## src/verilog/decode_params.svh

```systemverilog
`ifndef DECODE_PARAMS_SVH
`define DECODE_PARAMS_SVH

// Data path and instruction word width
`define XLEN 32

// Major opcode field, instr[6:0]
`define OPW 7

// ADDI x0,x0,0, the canonical RV32I no-op
`define NOP_INSTR 32'h0000_0013

`endif
```

## src/verilog/DecodePkg.sv

```systemverilog
`include "decode_params.svh"

package DecodePkg;

    typedef enum logic [2:0] {
        aluR   = 3'd0,
        aluI   = 3'd1,
        aluBr  = 3'd2,
        aluLui = 3'd3,
        aluCsr = 3'd4,
        aluFp  = 3'd5,
        aluAdd = 3'd6
    } aluOpT;

    typedef enum logic [2:0] {
        immI    = 3'd0,
        immS    = 3'd1,
        immB    = 3'd2,
        immU    = 3'd3,
        immJ    = 3'd4,
        immNone = 3'd5
    } immTypeT;

    typedef enum logic [1:0] {
        brNone = 2'd0,
        brJalr = 2'd1,
        brCond = 2'd2,
        brJal  = 2'd3
    } branchT;

    typedef struct packed {
        aluOpT   aluOp;
        logic    aluSrc;
        logic    pcToRegSrc;
        immTypeT immType;
        logic    rdSrc;      // Write back pc + 4
        logic    memToReg;
        logic    memWrite;
        logic    memRead;
        logic    regWrite;
        branchT  branch;
        logic    regWriteF;  // Float register file write
        logic    aluSelF;    // 0 picks the float ALU
        logic    memInF;     // 0 stores the float operand
    } ctrlT;

    typedef struct packed {
        logic [6:0]      funct7;
        logic [4:0]      rs2;
        logic [4:0]      rs1;
        logic [2:0]      funct3;
        logic [4:0]      rd;
        logic [`OPW-1:0] opcode;
    } rFmtT;

    typedef struct packed {
        logic [11:0]     imm;
        logic [4:0]      rs1;
        logic [2:0]      funct3;
        logic [4:0]      rd;
        logic [`OPW-1:0] opcode;
    } iFmtT;

    typedef struct packed {
        logic [6:0]      immHi;
        logic [4:0]      rs2;
        logic [4:0]      rs1;
        logic [2:0]      funct3;
        logic [4:0]      immLo;
        logic [`OPW-1:0] opcode;
    } sFmtT;

    typedef struct packed {
        logic            imm12;
        logic [5:0]      imm10To5;
        logic [4:0]      rs2;
        logic [4:0]      rs1;
        logic [2:0]      funct3;
        logic [3:0]      imm4To1;
        logic            imm11;
        logic [`OPW-1:0] opcode;
    } bFmtT;

    typedef struct packed {
        logic [19:0]     imm31To12;
        logic [4:0]      rd;
        logic [`OPW-1:0] opcode;
    } uFmtT;

    typedef struct packed {
        logic            imm20;
        logic [9:0]      imm10To1;
        logic            imm11;
        logic [7:0]      imm19To12;
        logic [4:0]      rd;
        logic [`OPW-1:0] opcode;
    } jFmtT;

    // Same word seen through each encoding
    typedef union packed {
        rFmtT rFmt;
        iFmtT iFmt;
        sFmtT sFmt;
        bFmtT bFmt;
        uFmtT uFmt;
        jFmtT jFmt;
    } instrT;

    typedef struct packed {
        logic             valid;
        ctrlT             ctrl;
        logic [`XLEN-1:0] imm;
        logic [4:0]       rs1;
        logic [4:0]       rs2;
        logic [4:0]       rd;
        logic [2:0]       funct3;
        logic [6:0]       funct7;  // Bit 30 picks sub and sra
    } idExT;

endpackage

```

## src/verilog/ControlUnit.sv

```systemverilog
`include "decode_params.svh"

module ControlUnit (
    input  logic [`OPW-1:0] opcode,
    output DecodePkg::ctrlT ctrl
);

    import DecodePkg::*;

    localparam logic [`OPW-1:0] opR      = 7'b0110011;
    localparam logic [`OPW-1:0] opLoad   = 7'b0000011;
    localparam logic [`OPW-1:0] opImm    = 7'b0010011;
    localparam logic [`OPW-1:0] opJalr   = 7'b1100111;
    localparam logic [`OPW-1:0] opStore  = 7'b0100011;
    localparam logic [`OPW-1:0] opBranch = 7'b1100011;
    localparam logic [`OPW-1:0] opAuipc  = 7'b0010111;
    localparam logic [`OPW-1:0] opLui    = 7'b0110111;
    localparam logic [`OPW-1:0] opJal    = 7'b1101111;
    localparam logic [`OPW-1:0] opCsr    = 7'b1110011;
    localparam logic [`OPW-1:0] opFlw    = 7'b0000111;
    localparam logic [`OPW-1:0] opFsw    = 7'b0100111;
    localparam logic [`OPW-1:0] opFp     = 7'b1010011;

    // Field order follows ctrlT
    //   aluOp, aluSrc, pcToRegSrc, immType, rdSrc,
    //   memToReg, memWrite, memRead, regWrite, branch, regWriteF, aluSelF, memInF
    always_comb begin
        case (opcode)
            opR: begin
                ctrl = '{aluR, 1'b1, 1'b0, immNone, 1'b0,
                         1'b1, 1'b0, 1'b0, 1'b1, brNone, 1'b0, 1'b1, 1'b1};
            end
            opLoad: begin
                ctrl = '{aluAdd, 1'b0, 1'b0, immI, 1'b0,
                         1'b0, 1'b0, 1'b1, 1'b1, brNone, 1'b0, 1'b1, 1'b1};
            end
            opImm: begin
                ctrl = '{aluI, 1'b0, 1'b0, immI, 1'b0,
                         1'b1, 1'b0, 1'b0, 1'b1, brNone, 1'b0, 1'b1, 1'b1};
            end
            opJalr: begin
                ctrl = '{aluAdd, 1'b0, 1'b0, immI, 1'b1,
                         1'b1, 1'b0, 1'b0, 1'b1, brJalr, 1'b0, 1'b1, 1'b1};
            end
            opStore: begin
                ctrl = '{aluAdd, 1'b0, 1'b0, immS, 1'b0,
                         1'b0, 1'b1, 1'b0, 1'b0, brNone, 1'b0, 1'b1, 1'b1};
            end
            opBranch: begin  // Compare in ALU, target from pc + imm
                ctrl = '{aluBr, 1'b1, 1'b1, immB, 1'b1,
                         1'b0, 1'b0, 1'b0, 1'b0, brCond, 1'b0, 1'b1, 1'b1};
            end
            opAuipc: begin
                ctrl = '{aluAdd, 1'b0, 1'b1, immU, 1'b1,
                         1'b1, 1'b0, 1'b0, 1'b1, brNone, 1'b0, 1'b1, 1'b1};
            end
            opLui: begin
                ctrl = '{aluLui, 1'b0, 1'b0, immU, 1'b0,
                         1'b1, 1'b0, 1'b0, 1'b1, brNone, 1'b0, 1'b1, 1'b1};
            end
            opJal: begin
                ctrl = '{aluAdd, 1'b0, 1'b0, immJ, 1'b1,
                         1'b1, 1'b0, 1'b0, 1'b1, brJal, 1'b0, 1'b1, 1'b1};
            end
            opCsr: begin
                ctrl = '{aluCsr, 1'b0, 1'b0, immI, 1'b0,
                         1'b0, 1'b0, 1'b0, 1'b1, brNone, 1'b0, 1'b1, 1'b1};
            end
            opFlw: begin  // Load into the float file
                ctrl = '{aluAdd, 1'b0, 1'b0, immI, 1'b0,
                         1'b0, 1'b0, 1'b1, 1'b0, brNone, 1'b1, 1'b1, 1'b1};
            end
            opFsw: begin  // Store data from the float file
                ctrl = '{aluAdd, 1'b0, 1'b0, immS, 1'b0,
                         1'b0, 1'b1, 1'b0, 1'b0, brNone, 1'b0, 1'b1, 1'b0};
            end
            opFp: begin  // FADD.S and FSUB.S
                ctrl = '{aluFp, 1'b0, 1'b0, immI, 1'b0,
                         1'b1, 1'b0, 1'b0, 1'b0, brNone, 1'b1, 1'b0, 1'b1};
            end
            default: begin  // No writes, no branch
                ctrl = '{aluAdd, 1'b0, 1'b0, immI, 1'b0,
                         1'b0, 1'b0, 1'b0, 1'b0, brNone, 1'b0, 1'b0, 1'b1};
            end
        endcase
    end

endmodule

```

## src/verilog/DecodeStage.sv

```systemverilog
`include "decode_params.svh"

module DecodeStage (
    input  logic             clk,
    input  logic             rstN,
    input  DecodePkg::instrT instr,
    input  logic             instrValid,
    input  logic             stall,
    input  logic             flush,
    output DecodePkg::idExT  idEx
);

    import DecodePkg::*;

    ctrlT             ctrl;
    logic [`XLEN-1:0] imm;

    ControlUnit uControl (
        .opcode (instr.rFmt.opcode),
        .ctrl   (ctrl)
    );

    ImmGen uImmGen (
        .instr   (instr),
        .immType (ctrl.immType),  // Format picked by the decoder
        .imm     (imm)
    );

    IdExReg uIdEx (
        .clk        (clk),
        .rstN       (rstN),
        .instr      (instr),
        .instrValid (instrValid),
        .ctrl       (ctrl),
        .imm        (imm),
        .stall      (stall),
        .flush      (flush),
        .idEx       (idEx)
    );

endmodule

```

## src/verilog/IdExReg.sv

```systemverilog
`include "decode_params.svh"

module IdExReg (
    input  logic             clk,
    input  logic             rstN,
    input  DecodePkg::instrT instr,
    input  logic             instrValid,
    input  DecodePkg::ctrlT  ctrl,
    input  logic [`XLEN-1:0] imm,
    input  logic             stall,
    input  logic             flush,
    output DecodePkg::idExT  idEx
);

    import DecodePkg::*;

    idExT nextIdEx;

    // Register fields sit at the same bits in every format
    always_comb begin
        nextIdEx = '0;
        if (instrValid) begin
            nextIdEx.valid  = 1'b1;
            nextIdEx.ctrl   = ctrl;
            nextIdEx.imm    = imm;
            nextIdEx.rs1    = instr.rFmt.rs1;
            nextIdEx.rs2    = instr.rFmt.rs2;
            nextIdEx.rd     = instr.rFmt.rd;
            nextIdEx.funct3 = instr.rFmt.funct3;
            nextIdEx.funct7 = instr.rFmt.funct7;
        end
    end

    // All-zero record is the bubble, a harmless stand-in for `NOP_INSTR
    always_ff @(posedge clk) begin
        if (!rstN || flush) begin
            idEx <= '0;
        end else if (!stall) begin
            idEx <= nextIdEx;
        end
    end

endmodule

```

## src/verilog/ImmGen.sv

```systemverilog
`include "decode_params.svh"

module ImmGen (
    input  DecodePkg::instrT   instr,
    input  DecodePkg::immTypeT immType,
    output logic [`XLEN-1:0]   imm
);

    import DecodePkg::*;

    logic signBit;

    assign signBit = instr.rFmt.funct7[6];  // instr[31] in every format

    always_comb begin
        case (immType)
            immI: begin
                imm = {{(`XLEN-12){signBit}}, instr.iFmt.imm};
            end
            immS: begin
                imm = {{(`XLEN-12){signBit}}, instr.sFmt.immHi, instr.sFmt.immLo};
            end
            immB: begin
                imm = {{(`XLEN-12){signBit}}, instr.bFmt.imm11,
                       instr.bFmt.imm10To5, instr.bFmt.imm4To1, 1'b0};
            end
            immU: begin
                imm = {instr.uFmt.imm31To12, 12'b0};
            end
            immJ: begin
                imm = {{(`XLEN-20){signBit}}, instr.jFmt.imm19To12, instr.jFmt.imm11,
                       instr.jFmt.imm10To1, 1'b0};
            end
            default: begin
                imm = '0;  // R-type has no immediate
            end
        endcase
    end

endmodule

```

## config.mk

```make
export PLATFORM = sky130hd
export DESIGN_NAME = DecodeStage
export DESIGN_NICKNAME = d
export VERILOG_FILES = /design/src/verilog/DecodePkg.sv /design/src/verilog/ControlUnit.sv /design/src/verilog/DecodeStage.sv /design/src/verilog/IdExReg.sv /design/src/verilog/ImmGen.sv
export VERILOG_INCLUDE_DIRS = /design/src /design/src/verilog
export SDC_FILE = /design/constraint.sdc
export NUM_CORES = 1
export LEC_CHECK = 0
export BUFFER_PORTS_ARGS = -buffer_cell sky130_fd_sc_hd__buf_2
export CAP_MARGIN = 20
export CORE_MARGIN = 3
export CORE_UTILIZATION = 40
export DETAILED_ROUTE_END_ITERATION = 16
export PLACE_DENSITY = 0.67
export SYNTH_ARGS = -nofsm -noshare
export SYNTH_HDL_FRONTEND = slang
export SYNTH_SLANG_ARGS = --single-unit
```

## constraint.sdc

```tcl
create_clock -name clk -period 1.7 [get_ports clk]
set_clock_uncertainty 0.2 [all_clocks]
set_input_delay 0.085 -clock clk [delete_from_list [all_inputs] [get_ports clk]]
set_output_delay 0.085 -clock clk [all_outputs]
set_load 0.02 [all_outputs]
```

==> out/results.ini <==
[status]
status = finished clean

[floorplanning]
die_w_um = 94.7
fp.dieArea_um2 = 8970
start_util_pct = 42.3
fp.dieH_um = 94.7
io_pins = 113
num_rows = 31
core_um2 = 7450

[setup_path]
worstReg2RegEnd = uIdEx.idEx[74]
ff2ff_path_depth = 4
crit_type = primary input to flip-flop
slowest_delay_ps = 530
worstSetupStartpoint = instr[31]
cp_num_buf_inv = 2
critPathRequiredTime_ps = 1700
critical_path.top_delay_family = buffers and inverters
ff2ff_setup_slack_ps = 530
critPathCapture = uIdEx.idEx[36]
end_kind = flip-flop
start_kind = primary input
r2r-start = uIdEx.idEx[74]
cp_num_cells = 7
worstPathArrival_ps = 1430
critPathMaxFanout = 6
cp_slowest_cell = dlygate4sd3_1
crit_chain = dlygate4sd3_1 -> buf_2 -> nor2b_1 -> a31oi_1 -> o22ai_1 -> a32oi_1 -> a211oi_1

[sta]
final_max_slew_viol_count = 0
fmax_ghz = 0.703
setup_viol = 0
min_period_over_period_pct = 83.7
rsz0062_at_grt = false
fin_tns_setup_ps = 0
hold_viol = 0
fin_crit_ps = 1420
worst_pin_slew_ps = 654
fin_ws_ps = 277
maxSlewHeadroom_pct = 55.8
hold_ws_ps = 16.7

[pwr]
power_leakage_nw = 1.99
ir_drop_mv = 0.637
power.density_nw_per_um2 = 825

[cells_and_area]
fillers = 679
fin_area_um2 = 4550
n_antenna_cell = 0
fin_nets = 557
reg_top3 = uIdEx.idEx x76
syn2layout_area_growth_pct = 44.6
drive_gt1_share_pct = 34.7
largest-register = uIdEx.idEx
largest_register_ffs = 76

[global_routing]
grt_pass1_vias = 3154
grt_antenna_before_repair = 0
grt_pass1_wl_um = 15800
grt_max_degree = 62
groute.usage.overall_pct = 22.5
overflow = 0

[clock_tree]
cts_root_buf = clkbuf_8
clk_latency_ps = 330
cts_buffer_depth = 2
numCtsBuffers = 9
htree_levels = 3
cts_tree = built
cts.sinks = 76
clk_pin_slew_ps = 80

[placement]
placed_cell_area_um2 = 4050
globalplace.congestion = 0.872
port_buffers = 112
dp_slack_ps = -27.9
dpl.hpwl_um = 7180

[drt]
ant_nets = 0
routedWlPerCell_um = 16.2
drc = 0
drt_iter0_drc = 226
wl_um = 10100
via_per_inst = 5.38
vias = 3354
dr.pass1.iters = 5

[synth]
ys_top_cells_by_area = dfxtp_1, a22oi_1, nor2_1
synth_edf_count = 0
synth.cell_area_um2 = 3150
synth.most_common_cell = dfxtp_1
synth_async_sr_flop_share_pct = 0
synth_area_per_cell_um2 = 8.87
yosysWarnings = 0
seq_area_frac_synth_pct = 48.3
synth_top_cell_area_share_pct = 48.3
synth_common_cells = dfxtp_1, nor2_1, a22oi_1, a21oi_1, clkbuf_1
synth_nets = 392
syn_inst = 355
yosys_most_used_dff = dfxtp_1
synth_area_leader_cell = dfxtp_1
yosysUniqueCellTypes = 47
ys_ff_latch = 76

[worst_hold_path]
min_path_type = primary input to flip-flop

[flow_run]
cap_violations = 0

## what timing repair did
action | 4_1_cts | 5_1_grt
hold buffers | 29 | 0
resized for setup | 0 | 0
setup buffers | 0 | 0
hold endpoints to repair | 61 | 0
## worst min path at each step
| stage | start | endpoint | slack [ps] | cells after the start |
|---|---|---|---|---|
| after floorplan | instr[12] | uIdEx.idEx[37] | 20 | 1 |
| after global placement | instr[19] | uIdEx.idEx[44] | 130 | 2 |
| after detailed placement | instr[17] | uIdEx.idEx[42] | 140 | 2 |
| after CTS | stall | uIdEx.idEx[73] | 5 | 4 |
| after global routing | stall | uIdEx.idEx[58] | 50 | 4 |
| final | rstN | uIdEx.idEx[25] | 20 | 4 |
## kinds of logic (layout without fill, tap and decap cells)
| kind of cell | after synthesis | in the layout | share of synthesized area, % |
|---|---|---|---|
| multiplexers | 1 | 1 | 0.318 |
| buffers and inverters | 35 | 205 | 4.57 |
| AO/OA/AOI/OAI | 124 | 124 | 28.8 |
| XOR/XNOR | 1 | 1 | 0.278 |
| flip-flops | 76 | 76 | 48.3 |
| AND/OR/NAND/NOR | 118 | 118 | 17.7 |
## power by group
part	total, mW	internal (mW)	switching (mW)
logic	0.531	0.229	0.302
registers	1.83	1.81	0.0157
clock network	1.40	0.728	0.670
total	3.75	2.77	0.988
## metal layers
layer  global-route usage [%]  wire length, um  vias to the layer above
li1                         -                -                     1640
met1                     30.4             4580                     1585
met2                     36.2             4750                      121
met3                     5.82              692                        8
met4                     4.81               92                        0
met5                        0                0                        -
## through the flow
stage / util, % / power [mW] / std cells
final: 61.1 / 3.75 / 624
after floorplan: - / 2.12 / 355
after detailed placement: 54.4 / 2.34 / 579
after CTS: 61.1 / 3.79 / 624
after global placement: 54.4 / 2.34 / 579
after global routing: 61.1 / 3.91 / 624
## cell type report
type	count	area (um2)	share of cell area [%]
repair buffers	185	1190	26.2
inverters	4	15.0	0.330
flip-flops and latches	76	1520	33.4
well taps	99	124	2.72
clock inverters	6	71.3	1.57
multi-input cells	244	1490	32.7
clock buffers	10	138	3.02
## cells in the final DEF, fill, tap and decap left out, types with 8 or more instances in the layout
cell type	Yosys	layout
dfxtp_1	76	76
a21oi_1	27	27
nand2_1	18	18
a221o_1	8	8
buf_2	7	112
o21ai_0	11	11
clkbuf_8	0	10
a22oi_1	47	47
buf_4	1	43
nor2_1	58	58
dlygate4sd3_1	0	29
## worst min-delay path, stage by stage
cell	delay, ps
buf_2	100
nand2b_2	80
or3_4	150
o21ai_0	80
Power figures use the tool's default switching activity.
